File: src/verilog/dir_settings.svh
`ifndef DIR_SETTINGS_SVH
`define DIR_SETTINGS_SVH

// directory geometry
`define DIR_SET_NUM 16
`define DIR_WAY_NUM 4
`define DIR_ADDR_W 16
`define DIR_OFFSET_W 4

// queue entries, also the credits upstream holds after reset
`define DIR_REQ_DEPTH 4
// responses the consumer can take after reset
`define DIR_RESP_CREDITS 2

// derived widths
`define DIR_INDEX_W $clog2(`DIR_SET_NUM)
`define DIR_TAG_W (`DIR_ADDR_W - `DIR_INDEX_W - `DIR_OFFSET_W)
`define DIR_WAY_W $clog2(`DIR_WAY_NUM)

`endif

File: src/verilog/cache_addr_pkg.sv
`include "dir_settings.svh"

package cache_addr_pkg;

    // address field widths
    localparam int ADDR_W   = `DIR_ADDR_W;
    localparam int OFFSET_W = `DIR_OFFSET_W;
    localparam int INDEX_W  = `DIR_INDEX_W;
    localparam int TAG_W    = `DIR_TAG_W;

    // one request word, seen either as opaque queue payload
    // or split into tag / set index / line offset
    typedef union packed {
        logic [ADDR_W-1:0] raw;
        struct packed {
            // upper bits select the line inside a set
            logic [TAG_W-1:0]    tag;
            logic [INDEX_W-1:0]  index;
            // byte within the line, ignored by the directory
            logic [OFFSET_W-1:0] offset;
        } fields;
    } addr_u;

endpackage

File: src/verilog/replace_if.sv
`timescale 1ns/1ps
`include "dir_settings.svh"

interface replace_if #(
    parameter int SET_NUM  = `DIR_SET_NUM,
    parameter int WAY_NUM  = `DIR_WAY_NUM,
    parameter int PORT_NUM = 2
);
    localparam int INDEX_W = $clog2(SET_NUM);

    // touch ports, port 0 for hits and port 1 for fills
    logic [PORT_NUM-1:0]              hit_en;
    logic [PORT_NUM-1:0][INDEX_W-1:0] hit_index;
    // one-hot way to mark as most recently used
    logic [PORT_NUM-1:0][WAY_NUM-1:0] hit_way;

    // victim lookup, answer is one-hot and arrives a cycle later
    logic [INDEX_W-1:0] miss_index;
    logic [WAY_NUM-1:0] miss_way;

    modport replace (
        input  hit_en, hit_index, hit_way, miss_index,
        output miss_way
    );

    modport client (
        output hit_en, hit_index, hit_way, miss_index,
        input  miss_way
    );

endinterface

File: src/verilog/tag_if.sv
`timescale 1ns/1ps
`include "dir_settings.svh"

interface tag_if;

    // compare group, driven from the queue head in the issue cycle
    logic [`DIR_INDEX_W-1:0] lookup_index;
    logic [`DIR_TAG_W-1:0]   lookup_tag;
    logic                    hit;
    logic [`DIR_WAY_W-1:0]   hit_way_idx;

    // fill group, driven from the fill stage
    logic                    fill_en;
    logic [`DIR_INDEX_W-1:0] fill_index;
    logic [`DIR_WAY_W-1:0]   fill_way_idx;
    logic [`DIR_TAG_W-1:0]   fill_tag;
    // old contents of the line about to be replaced
    logic                    victim_valid;
    logic [`DIR_TAG_W-1:0]   victim_tag;

    modport array (
        input  lookup_index, lookup_tag,
        input  fill_en, fill_index, fill_way_idx, fill_tag,
        output hit, hit_way_idx, victim_valid, victim_tag
    );

    modport ctrl (
        output lookup_index, lookup_tag,
        output fill_en, fill_index, fill_way_idx, fill_tag,
        input  hit, hit_way_idx, victim_valid, victim_tag
    );

endinterface

File: src/verilog/plru.sv
`timescale 1ns/1ps
`include "dir_settings.svh"

module plru #(
    parameter int SET_NUM  = `DIR_SET_NUM,
    parameter int WAY_NUM  = `DIR_WAY_NUM,
    parameter int PORT_NUM = 2
) (
    input logic       clk,
    input logic       rst,
    replace_if.replace replace_io
);

    generate
        if (WAY_NUM == 1) begin : g_single
            // nothing to choose from
            assign replace_io.miss_way = 1'b1;
        end else begin : g_tree
            // heap-ordered tree per set, node 0 is the root
            logic [WAY_NUM-2:0] tree_q [SET_NUM];
            logic [WAY_NUM-2:0] tree_rd [PORT_NUM];
            logic [WAY_NUM-2:0] tree_upd [PORT_NUM];
            logic [WAY_NUM-1:0] victim_d;

            for (genvar p = 0; p < PORT_NUM; p++) begin : g_port
                assign tree_rd[p] = tree_q[replace_io.hit_index[p]];

                plru_update #(
                    .WAY_NUM(WAY_NUM)
                ) u_update (
                    .tree_in  (tree_rd[p]),
                    .touch_way(replace_io.hit_way[p]),
                    .tree_out (tree_upd[p])
                );
            end

            // victim comes from the tree as it stands before this edge
            plru_victim #(
                .WAY_NUM(WAY_NUM)
            ) u_victim (
                .tree  (tree_q[replace_io.miss_index]),
                .victim(victim_d)
            );

            always_ff @(posedge clk) begin
                replace_io.miss_way <= victim_d;
            end

            always_ff @(posedge clk or posedge rst) begin
                if (rst) begin
                    for (int s = 0; s < SET_NUM; s++) begin
                        tree_q[s] <= '0;
                    end
                end else begin
                    // ports never share a set in the same cycle
                    for (int p = 0; p < PORT_NUM; p++) begin
                        if (replace_io.hit_en[p]) begin
                            tree_q[replace_io.hit_index[p]] <= tree_upd[p];
                        end
                    end
                end
            end
        end
    endgenerate

endmodule

module plru_update #(
    parameter int WAY_NUM = 4
) (
    input  logic [WAY_NUM-2:0] tree_in,
    input  logic [WAY_NUM-1:0] touch_way,
    output logic [WAY_NUM-2:0] tree_out
);
    localparam int WAY_W = $clog2(WAY_NUM);

    always_comb begin
        tree_out = tree_in;
        for (int w = 0; w < WAY_NUM; w++) begin
            if (touch_way[w]) begin
                // walk root to leaf, each node flips to the other half
                for (int lvl = 0; lvl < WAY_W; lvl++) begin
                    tree_out[(1 << lvl) - 1 + (w >> (WAY_W - lvl))] =
                        ~1'(w >> (WAY_W - 1 - lvl));
                end
            end
        end
    end

endmodule

module plru_victim #(
    parameter int WAY_NUM = 4
) (
    input  logic [WAY_NUM-2:0] tree,
    output logic [WAY_NUM-1:0] victim
);
    localparam int WAY_W = $clog2(WAY_NUM);

    always_comb begin
        for (int w = 0; w < WAY_NUM; w++) begin
            victim[w] = 1'b1;
            // a leaf wins only if every node on its path points at it
            for (int lvl = 0; lvl < WAY_W; lvl++) begin
                if (tree[(1 << lvl) - 1 + (w >> (WAY_W - lvl))] !=
                    1'(w >> (WAY_W - 1 - lvl))) begin
                    victim[w] = 1'b0;
                end
            end
        end
    end

endmodule

File: src/verilog/tag_array.sv
`timescale 1ns/1ps
`include "dir_settings.svh"

module tag_array (
    input logic   clk,
    input logic   rst,
    tag_if.array  tag_io
);
    localparam int SET_NUM = `DIR_SET_NUM;
    localparam int WAY_NUM = `DIR_WAY_NUM;
    localparam int WAY_W   = `DIR_WAY_W;
    localparam int TAG_W   = `DIR_TAG_W;

    logic [TAG_W-1:0]   tags [SET_NUM][WAY_NUM];
    logic [WAY_NUM-1:0] valid [SET_NUM];

    // parallel compare of every way in the looked-up set
    always_comb begin
        tag_io.hit         = 1'b0;
        tag_io.hit_way_idx = '0;
        for (int w = 0; w < WAY_NUM; w++) begin
            if (valid[tag_io.lookup_index][w] &&
                tags[tag_io.lookup_index][w] == tag_io.lookup_tag) begin
                tag_io.hit         = 1'b1;
                tag_io.hit_way_idx = WAY_W'(w);
            end
        end
    end

    // old line contents, read in the same cycle as the fill write
    assign tag_io.victim_valid = valid[tag_io.fill_index][tag_io.fill_way_idx];
    assign tag_io.victim_tag   = tags[tag_io.fill_index][tag_io.fill_way_idx];

    always_ff @(posedge clk) begin
        if (tag_io.fill_en) begin
            tags[tag_io.fill_index][tag_io.fill_way_idx] <= tag_io.fill_tag;
        end
    end

    // lines start invalid
    always_ff @(posedge clk or posedge rst) begin
        if (rst) begin
            for (int s = 0; s < SET_NUM; s++) begin
                valid[s] <= '0;
            end
        end else if (tag_io.fill_en) begin
            valid[tag_io.fill_index][tag_io.fill_way_idx] <= 1'b1;
        end
    end

endmodule

File: src/verilog/req_queue.sv
`timescale 1ns/1ps
`include "dir_settings.svh"

module req_queue #(
    parameter int DEPTH = `DIR_REQ_DEPTH
) (
    input  logic                   clk,
    input  logic                   rst,
    input  logic                   push,
    input  logic [`DIR_ADDR_W-1:0] push_addr,
    input  logic                   pop,
    output logic [`DIR_ADDR_W-1:0] head_addr,
    output logic                   head_valid,
    output logic                   credit
);
    localparam int PTR_W = (DEPTH > 1) ? $clog2(DEPTH) : 1;

    logic [`DIR_ADDR_W-1:0] mem [DEPTH];
    logic [PTR_W-1:0]       wr_ptr;
    logic [PTR_W-1:0]       rd_ptr;
    logic [PTR_W:0]         count;
    logic                   full;
    logic                   do_push;
    logic                   do_pop;

    assign full       = (count == (PTR_W + 1)'(DEPTH));
    assign head_valid = (count != '0);
    assign head_addr  = mem[rd_ptr];

    // a full queue means upstream overspent its credits, drop the word
    assign do_push = push && !full;
    assign do_pop  = pop && head_valid;

    // one credit back per entry leaving, same cycle as the dequeue
    assign credit = do_pop;

    always_ff @(posedge clk) begin
        if (do_push) begin
            mem[wr_ptr] <= push_addr;
        end
    end

    always_ff @(posedge clk or posedge rst) begin
        if (rst) begin
            wr_ptr <= '0;
            rd_ptr <= '0;
            count  <= '0;
        end else begin
            if (do_push) begin
                wr_ptr <= (wr_ptr == PTR_W'(DEPTH - 1)) ? '0 : wr_ptr + 1'b1;
            end
            if (do_pop) begin
                rd_ptr <= (rd_ptr == PTR_W'(DEPTH - 1)) ? '0 : rd_ptr + 1'b1;
            end
            count <= count + (PTR_W + 1)'(do_push) - (PTR_W + 1)'(do_pop);
        end
    end

endmodule

File: src/verilog/lookup_ctrl.sv
`timescale 1ns/1ps
`include "dir_settings.svh"

module lookup_ctrl (
    input  logic                    clk,
    input  logic                    rst,
    input  logic                    head_valid,
    input  cache_addr_pkg::addr_u   head_addr,
    output logic                    pop,
    input  logic                    resp_credit,
    tag_if.ctrl                     tag_io,
    replace_if.client               replace_io,
    output logic                    resp_valid,
    output logic                    resp_hit,
    output logic [`DIR_WAY_W-1:0]   resp_way,
    output logic                    resp_evict_valid,
    output logic [`DIR_TAG_W-1:0]   resp_evict_tag
);
    localparam int WAY_NUM = `DIR_WAY_NUM;
    localparam int WAY_W   = `DIR_WAY_W;
    localparam int CNT_W   = $clog2(`DIR_RESP_CREDITS + 1);

    logic [CNT_W-1:0]        credit_cnt;
    logic                    set_stall;
    logic                    issue;
    logic [WAY_NUM-1:0]      hit_onehot;
    logic [WAY_W-1:0]        victim_idx;
    // fill stage
    logic                    s_valid;
    logic                    s_hit;
    logic [WAY_W-1:0]        s_way;
    logic [`DIR_INDEX_W-1:0] s_index;
    logic [`DIR_TAG_W-1:0]   s_tag;

    // a miss still filling its set would leave the compare stale
    assign set_stall = s_valid && !s_hit && (s_index == head_addr.fields.index);
    assign issue     = head_valid && (credit_cnt != '0) && !set_stall;
    assign pop       = issue;

    // issue stage, compare straight off the queue head
    assign tag_io.lookup_index = head_addr.fields.index;
    assign tag_io.lookup_tag   = head_addr.fields.tag;

    always_comb begin
        hit_onehot = '0;
        hit_onehot[tag_io.hit_way_idx] = 1'b1;
    end

    // port 0 marks the hit way, victim lookup runs for every issue
    assign replace_io.hit_en[0]    = issue && tag_io.hit;
    assign replace_io.hit_index[0] = head_addr.fields.index;
    assign replace_io.hit_way[0]   = hit_onehot;
    assign replace_io.miss_index   = head_addr.fields.index;

    always_ff @(posedge clk or posedge rst) begin
        if (rst) begin
            s_valid <= 1'b0;
        end else begin
            s_valid <= issue;
        end
    end

    always_ff @(posedge clk) begin
        if (issue) begin
            s_hit   <= tag_io.hit;
            s_way   <= tag_io.hit_way_idx;
            s_index <= head_addr.fields.index;
            s_tag   <= head_addr.fields.tag;
        end
    end

    // registered one-hot victim to way index
    always_comb begin
        victim_idx = '0;
        for (int w = 0; w < WAY_NUM; w++) begin
            if (replace_io.miss_way[w]) begin
                victim_idx = WAY_W'(w);
            end
        end
    end

    // fill stage, install the tag and touch the filled way on port 1
    assign tag_io.fill_en          = s_valid && !s_hit;
    assign tag_io.fill_index       = s_index;
    assign tag_io.fill_way_idx     = victim_idx;
    assign tag_io.fill_tag         = s_tag;
    assign replace_io.hit_en[1]    = s_valid && !s_hit;
    assign replace_io.hit_index[1] = s_index;
    assign replace_io.hit_way[1]   = replace_io.miss_way;

    // response one cycle after issue
    assign resp_valid       = s_valid;
    assign resp_hit         = s_valid && s_hit;
    assign resp_way         = s_hit ? s_way : victim_idx;
    assign resp_evict_valid = s_valid && !s_hit && tag_io.victim_valid;
    assign resp_evict_tag   = tag_io.victim_tag;

    // spend a credit per issue, get one back per consumer pulse
    always_ff @(posedge clk or posedge rst) begin
        if (rst) begin
            credit_cnt <= CNT_W'(`DIR_RESP_CREDITS);
        end else begin
            credit_cnt <= credit_cnt + CNT_W'(resp_credit) - CNT_W'(issue);
        end
    end

endmodule

File: src/verilog/cache_dir.sv
`timescale 1ns/1ps

module cache_dir (
    input  logic                             clk,
    input  logic                             rst,
    // request channel, one request per upstream credit
    input  logic                             req_valid,
    input  cache_addr_pkg::addr_u            req_addr,
    output logic                             req_credit,
    // response channel, in request order
    output logic                             resp_valid,
    output logic                             resp_hit,
    output logic [1:0]                       resp_way,
    output logic                             resp_evict_valid,
    output logic [cache_addr_pkg::TAG_W-1:0] resp_evict_tag,
    input  logic                             resp_credit
);

    cache_addr_pkg::addr_u head_addr;
    logic                  head_valid;
    logic                  pop;

    replace_if replace_bus ();
    tag_if     tag_bus ();

    // queue only sees the raw word
    req_queue u_queue (
        .clk       (clk),
        .rst       (rst),
        .push      (req_valid),
        .push_addr (req_addr.raw),
        .pop       (pop),
        .head_addr (head_addr.raw),
        .head_valid(head_valid),
        .credit    (req_credit)
    );

    lookup_ctrl u_ctrl (
        .clk             (clk),
        .rst             (rst),
        .head_valid      (head_valid),
        .head_addr       (head_addr),
        .pop             (pop),
        .resp_credit     (resp_credit),
        .tag_io          (tag_bus.ctrl),
        .replace_io      (replace_bus.client),
        .resp_valid      (resp_valid),
        .resp_hit        (resp_hit),
        .resp_way        (resp_way),
        .resp_evict_valid(resp_evict_valid),
        .resp_evict_tag  (resp_evict_tag)
    );

    tag_array u_tags (
        .clk   (clk),
        .rst   (rst),
        .tag_io(tag_bus.array)
    );

    plru u_plru (
        .clk       (clk),
        .rst       (rst),
        .replace_io(replace_bus.replace)
    );

endmodule

File: config.mk
export PLATFORM = sky130hd
export DESIGN_NAME = cache_dir
export DESIGN_NICKNAME = d
export VERILOG_FILES = /design/src/verilog/cache_addr_pkg.sv /design/src/verilog/replace_if.sv /design/src/verilog/tag_if.sv /design/src/verilog/plru.sv /design/src/verilog/tag_array.sv /design/src/verilog/req_queue.sv /design/src/verilog/lookup_ctrl.sv /design/src/verilog/cache_dir.sv
export VERILOG_INCLUDE_DIRS = /design/src /design/src/verilog
export SDC_FILE = /design/constraint.sdc
export NUM_CORES = 1
export LEC_CHECK = 0
export ABC_AREA = 1
export CORE_UTILIZATION = 50
export CTS_CLUSTER_DIAMETER = 200
export CTS_CLUSTER_SIZE = 40
export DETAILED_ROUTE_END_ITERATION = 8
export DONT_BUFFER_PORTS = 1
export SYNTH_ARGS = -nofsm -noshare
export SYNTH_HDL_FRONTEND = slang
export SYNTH_HIERARCHICAL = 1
export SYNTH_SLANG_ARGS = --single-unit
File: constraint.sdc
create_clock -name clk -period 6 [get_ports clk]
set_input_delay 1.2 -clock clk [delete_from_list [all_inputs] [get_ports clk]]
set_output_delay 1.2 -clock clk [all_outputs]
set_load 0.01 [all_outputs]
# Word-level counts from Yosys, hierarchy flattened

Memories as Yosys holds them, arrays and structs flattened. A register that Yosys moved wholly into a read port is not among the register bits.
Cells that the tools add are included.

Bits in registers: 141
RAM bits: 576
Input port bits: 20
Output and inout port bits: 14
Memories: 2

Memories:

| memory      | depth | width | rd ports | clocked after memory_dff | wr ports | line            | RTL |
|---|---|---|---|---|---|---|---|
| u_tags.tags | 16    | 32    | 2        | 1                        | 1        | tag_array.sv:14 | `logic [TAG_W-1:0] tags [SET_NUM][WAY_NUM];` |
| u_queue.mem | 4     | 16    | 1        | 0                        | 1        | req_queue.sv:18 | `` logic [`DIR_ADDR_W-1:0] mem [DEPTH]; `` |

Add/sub/neg operators: 6
Magnitude comparators: 10
Equal/unequal tests: 8
Multiplexer cells: 65
Bitwise gates (word level): 4
Reduce and logical (&&, ||, !) cells: 23

Operator list:

| operator                                                                      | count |
|---|---|
| 48-bit bitwise mux                                                            | 2 |
| 48-bit 2-to-1 mux                                                             | 2 |
| 64-bit OR                                                                     | 1 |
| 4-bit binary-select mux with 4-bit select                                     | 2 |
| 8-bit equality test                                                           | 4 |
| 32-bit 2-to-1 mux                                                             | 1 |
| 3-bit binary-select mux with 4-bit select                                     | 2 |
| 3-bit demux with 4-bit select                                                 | 2 |
| 4-bit 2-to-1 mux                                                              | 6 |
| 8-bit 2-to-1 mux                                                              | 3 |
| 1-bit 2-to-1 mux                                                              | 22 |
| 2-bit 2-to-1 mux                                                              | 11 |
| 1-bit logical AND                                                             | 18 |
| 3-bit 2-to-1 mux                                                              | 6 |
| 8-bit binary-select mux with 2-bit select                                     | 1 |
| 4-bit demux with 4-bit select                                                 | 1 |
| 8-bit demux with 2-bit select                                                 | 1 |
| 5-bit >= comparator (second input constant)                                   | 2 |
| 5-bit by 1-bit less-than comparator with 1-bit output (second input constant) | 2 |
| 4-bit NOT with 5-bit output                                                   | 2 |
| 2-bit by 3-bit less-than comparator with 1-bit output (second input constant) | 2 |
| 2-bit by 1-bit adder with 2-bit output (second input constant)                | 2 |
| 1-bit demux with 2-bit select                                                 | 2 |
| 2-bit equality test (second input constant)                                   | 2 |
| other kinds (14)                                                              | 17 |

# Logic depth before layout (Yosys ltp)

An unclocked memory read counts as a cell.

Depth in word-level cells: 21
Mapped depth: 32

# Cells and area by module

Netlist, hierarchy kept.

By module, submodules not included:

| module      | instances | cells an instance | area an instance (um^2) |
|---|---|---|---|
| tag_array   | 1         | 3005              | 28564.9 |
| plru        | 1         | 792               | 4355.4 |
| req_queue   | 1         | 242               | 3005.4 |
| lookup_ctrl | 1         | 111               | 1059.8 |
| plru_update | 2         | 10                | 42.5 |
| plru_victim | 1         | 7                 | 28.8 |

# Least setup slack after synthesis

Ideal clock, no wire load.

Path type: flip-flop to flip-flop
From: reg u_queue.rd_ptr[0]
To: reg u_plru/g_tree.tree_q[39] (netlist bit)
Arrival: 3355 ps
Required time: 5876 ps
Setup slack: 2521 ps
Stages on the path, launching flop included: 26
Buffers on the path: 7
Clock period less this slack: 3479 ps
Path through: dfrtp_1 -> buf_6 -> buf_6 -> o211ai_1 -> nand2_1 -> buf_4 -> buf_2 -> inv_4 -> buf_4 -> buf_2 -> o21ai_0 -> o211ai_1 -> nand3_1 -> nand2_1 -> nand2_1 -> nand2_1 -> nand3_1 -> nor2_1 -> nor2_1 -> nand2_1 -> inv_1 -> nor2_1 -> clkbuf_1 -> nand3_1 -> o211ai_1 -> nand2_1

RTL lines:

| what                          | line            | RTL |
|---|---|---|
| start, declared               | req_queue.sv:20 | `logic [PTR_W-1:0] rd_ptr;` |
| start signal, assigned        | req_queue.sv:53 | `rd_ptr <= (rd_ptr == PTR_W'(DEPTH - 1)) ? '0 : rd_ptr + 1'b1;` |
| end signal, assigned by index | plru.sv:58      | `tree_q[replace_io.hit_index[p]] <= tree_upd[p];` |
| end, declared                 | plru.sv:20      | `logic [WAY_NUM-2:0] tree_q [SET_NUM];` |

==> run metrics <==
status finished, final reports clean; CTS tree yes; final net count 3993; H-tree depth 1; max-cap viol count 0; CTS Buf Count 21; # resized after CTS 0; Power Density 604 nW/µm²; VDD IR max 576 µV; Ports 34; slowest stage cell on the critical path nor2_1; Final ANT Viol Nets 0; synthesized area per cell 8.83 µm²; count of final setup violators 0; initial antenna violation count 1; full die area 74100 µm²; CTS Hold Bufs 0; die height 272 µm; Critical Path Start Type flop; 1st-pass router iterations 6; Skew-Pair Late Insertion Delay 0.64 ns; P_leak 15.6 nW; Setup Fix Bufs, Post-CTS 0; Fmax 187 MHz; worst slack, placed 0.856 ns; power consumption 0.0228 W; most frequent cells in the layout nand2_1 (1230), edfxtp_1 (575), inv_1 (426), nand3_1 (422), nor2_1 (302); Syn. warnings 6; DR DRC count 0; core area 71900 µm²; Setup crit end kind flop; CP dominant cell by count nand2_1; Worst slew margin 0.149; worst path cell trace nand2_1 > o211ai_1 > nand2_4 > inv_6 > buf_4 > o21ai_0 > o211ai_1 > nand3_1 > nand2_1 > nand2_1 > nand2_1 > nand3_1 > nor2_1 > nor2_1 > inv_1 > nor2_1 > nor2_1 > inv_1 > nand2_1 > nand3_1 > o21ai_0; fin worst setup slack 0.658 ns; Final Max Slew Viols 0; # port buffers 0; register area 20400 µm²; Filler cells 6838; DP HPWL 71.9 mm; Routed met1 length 49.4 mm; clock skew 0.0454 ns; Total Wirelength 117 mm; deepest clock path buffer count 3; fin crit share 0.890; Vias 29500; Worst Setup SP u_queue/rd_ptr[0]; first-pass GRT wire length 173 mm; Initial Util 0.508; share of layout cells above drive strength 1 0.0447; reg2reg path depth 21; Multi-input gate area 13000 µm²; grt ovf 0; crit path to u_plru/g_tree.tree_q[16]; post-synthesis cell area 36500 µm²; WL met2 52.0 mm; WL met3 11.7 mm; synthesized netlist cell count 4133; Reg2Reg Setup Slack 0.66 ns; vias per cell 5.99; final worst path period need 5.34 ns; Final Hold Vio Count 0; crit path DAT 5.90 ns; worst hold path type in2async; gpl congestion 0.928; maximum fanout along the worst path 83; worst r2r dst u_plru/g_tree.tree_q[16]; chip width 272 µm; total negative slack 0 ns; wire per inst 23.8 µm; top routing layer in use met5; area growth from synthesis to layout 3.31%; r2r startpoint u_queue/rd_ptr[0]; RSZ-0062 raised after global routing false; Reg clk slew, reported paths 0.17 ns; data required time of the worst path 6.56 ns; Tightest Pin Transition 1.27 ns; Iter 0 DRT Violations 4003; crit path kind reg2reg; Num Clock Sinks 701; All-Layer GR Usage 0.313; clock root buffer clkbuf_16; largest net degree at the start of global routing 145; syn nets 4162; slowest stage delay, CP 0.79 ns; commonest non-fill, non-tap cell in the layout nand2_1; vias in the first global route 27200; Rows 98
metrics by stage:
step / hold WS (ns) / util / cell area [µm²] / instances
floorplan: 0.439 / - / 36500 / 4133
global route: 0.282 / 0.525 / 37700 / 4928
finish: 0.302 / 0.525 / 37700 / 4929
detailed placement: 0.459 / 0.516 / 37100 / 4891
CTS: 0.275 / 0.525 / 37700 / 4928
global placement: 0.456 / 0.516 / 37100 / 4891
registers in the layout (all words and copies together) (netlist names), 2 cells and up:
register and flops:
u_queue/count 3, u_queue/mem 48, u_ctrl/s_way 2, u_queue/wr_ptr 2
u_ctrl/credit_cnt 2, u_queue/rd_ptr 2, u_ctrl/tag_io.fill_tag 8, u_ctrl/tag_io.fill_index 4
u_plru/replace_io.miss_way 4, u_plru/g_tree.tree_q 48, u_tags/valid 64, u_tags/tags 512
how the worst min path moves through the flow:
stage | startpoint | end | slack, ns | cells after the start
floorplan | u_tags/valid[23] | u_tags/valid[23] | 0.44 | 2
global placement | u_tags/valid[2] | u_tags/valid[2] | 0.46 | 2
detailed placement | u_tags/valid[16] | u_tags/valid[16] | 0.46 | 2
CTS | rst | u_ctrl/resp_valid | 0.28 | 1
global route | rst | u_ctrl/resp_valid | 0.28 | 1
finish | rst | u_ctrl/resp_valid | 0.30 | 1
power by group:
part / internal [W] / switching [W] / total [W]
logic: 0.00363 / 0.0101 / 0.0137
registers: 0.00649 / 0.000389 / 0.00688
clock network: 0.000687 / 0.00145 / 0.00214
total: 0.0108 / 0.0120 / 0.0228
layer usage:
metal / track usage / vias to the layer above
li1: - / 13600
met1: 0.449 / 14200
met2: 0.482 / 1507
met3: 0.0493 / 199
met4: 0.111 / 2
met5: 0 / -
critical path, delay by kind of cell, from the launching register on:
family          cells  cell delay, ns
compound gates      4            0.60
flops               1            0.71
buf+inv             4            1.56
simple gates       13            2.25
final cells by class:
cell class	instances	share of cell area
Clock buffer	36	0.0154
Tap cell	950	0.0315
Timing Repair Buffer	89	0.0224
Antenna cell	1	0.0000664
Inverter	449	0.0451
Clock inverter	1	0.000531
Multi-Input combinational cell	2702	0.344
Sequential cell	701	0.541
(Power assumes the default switching activity.)
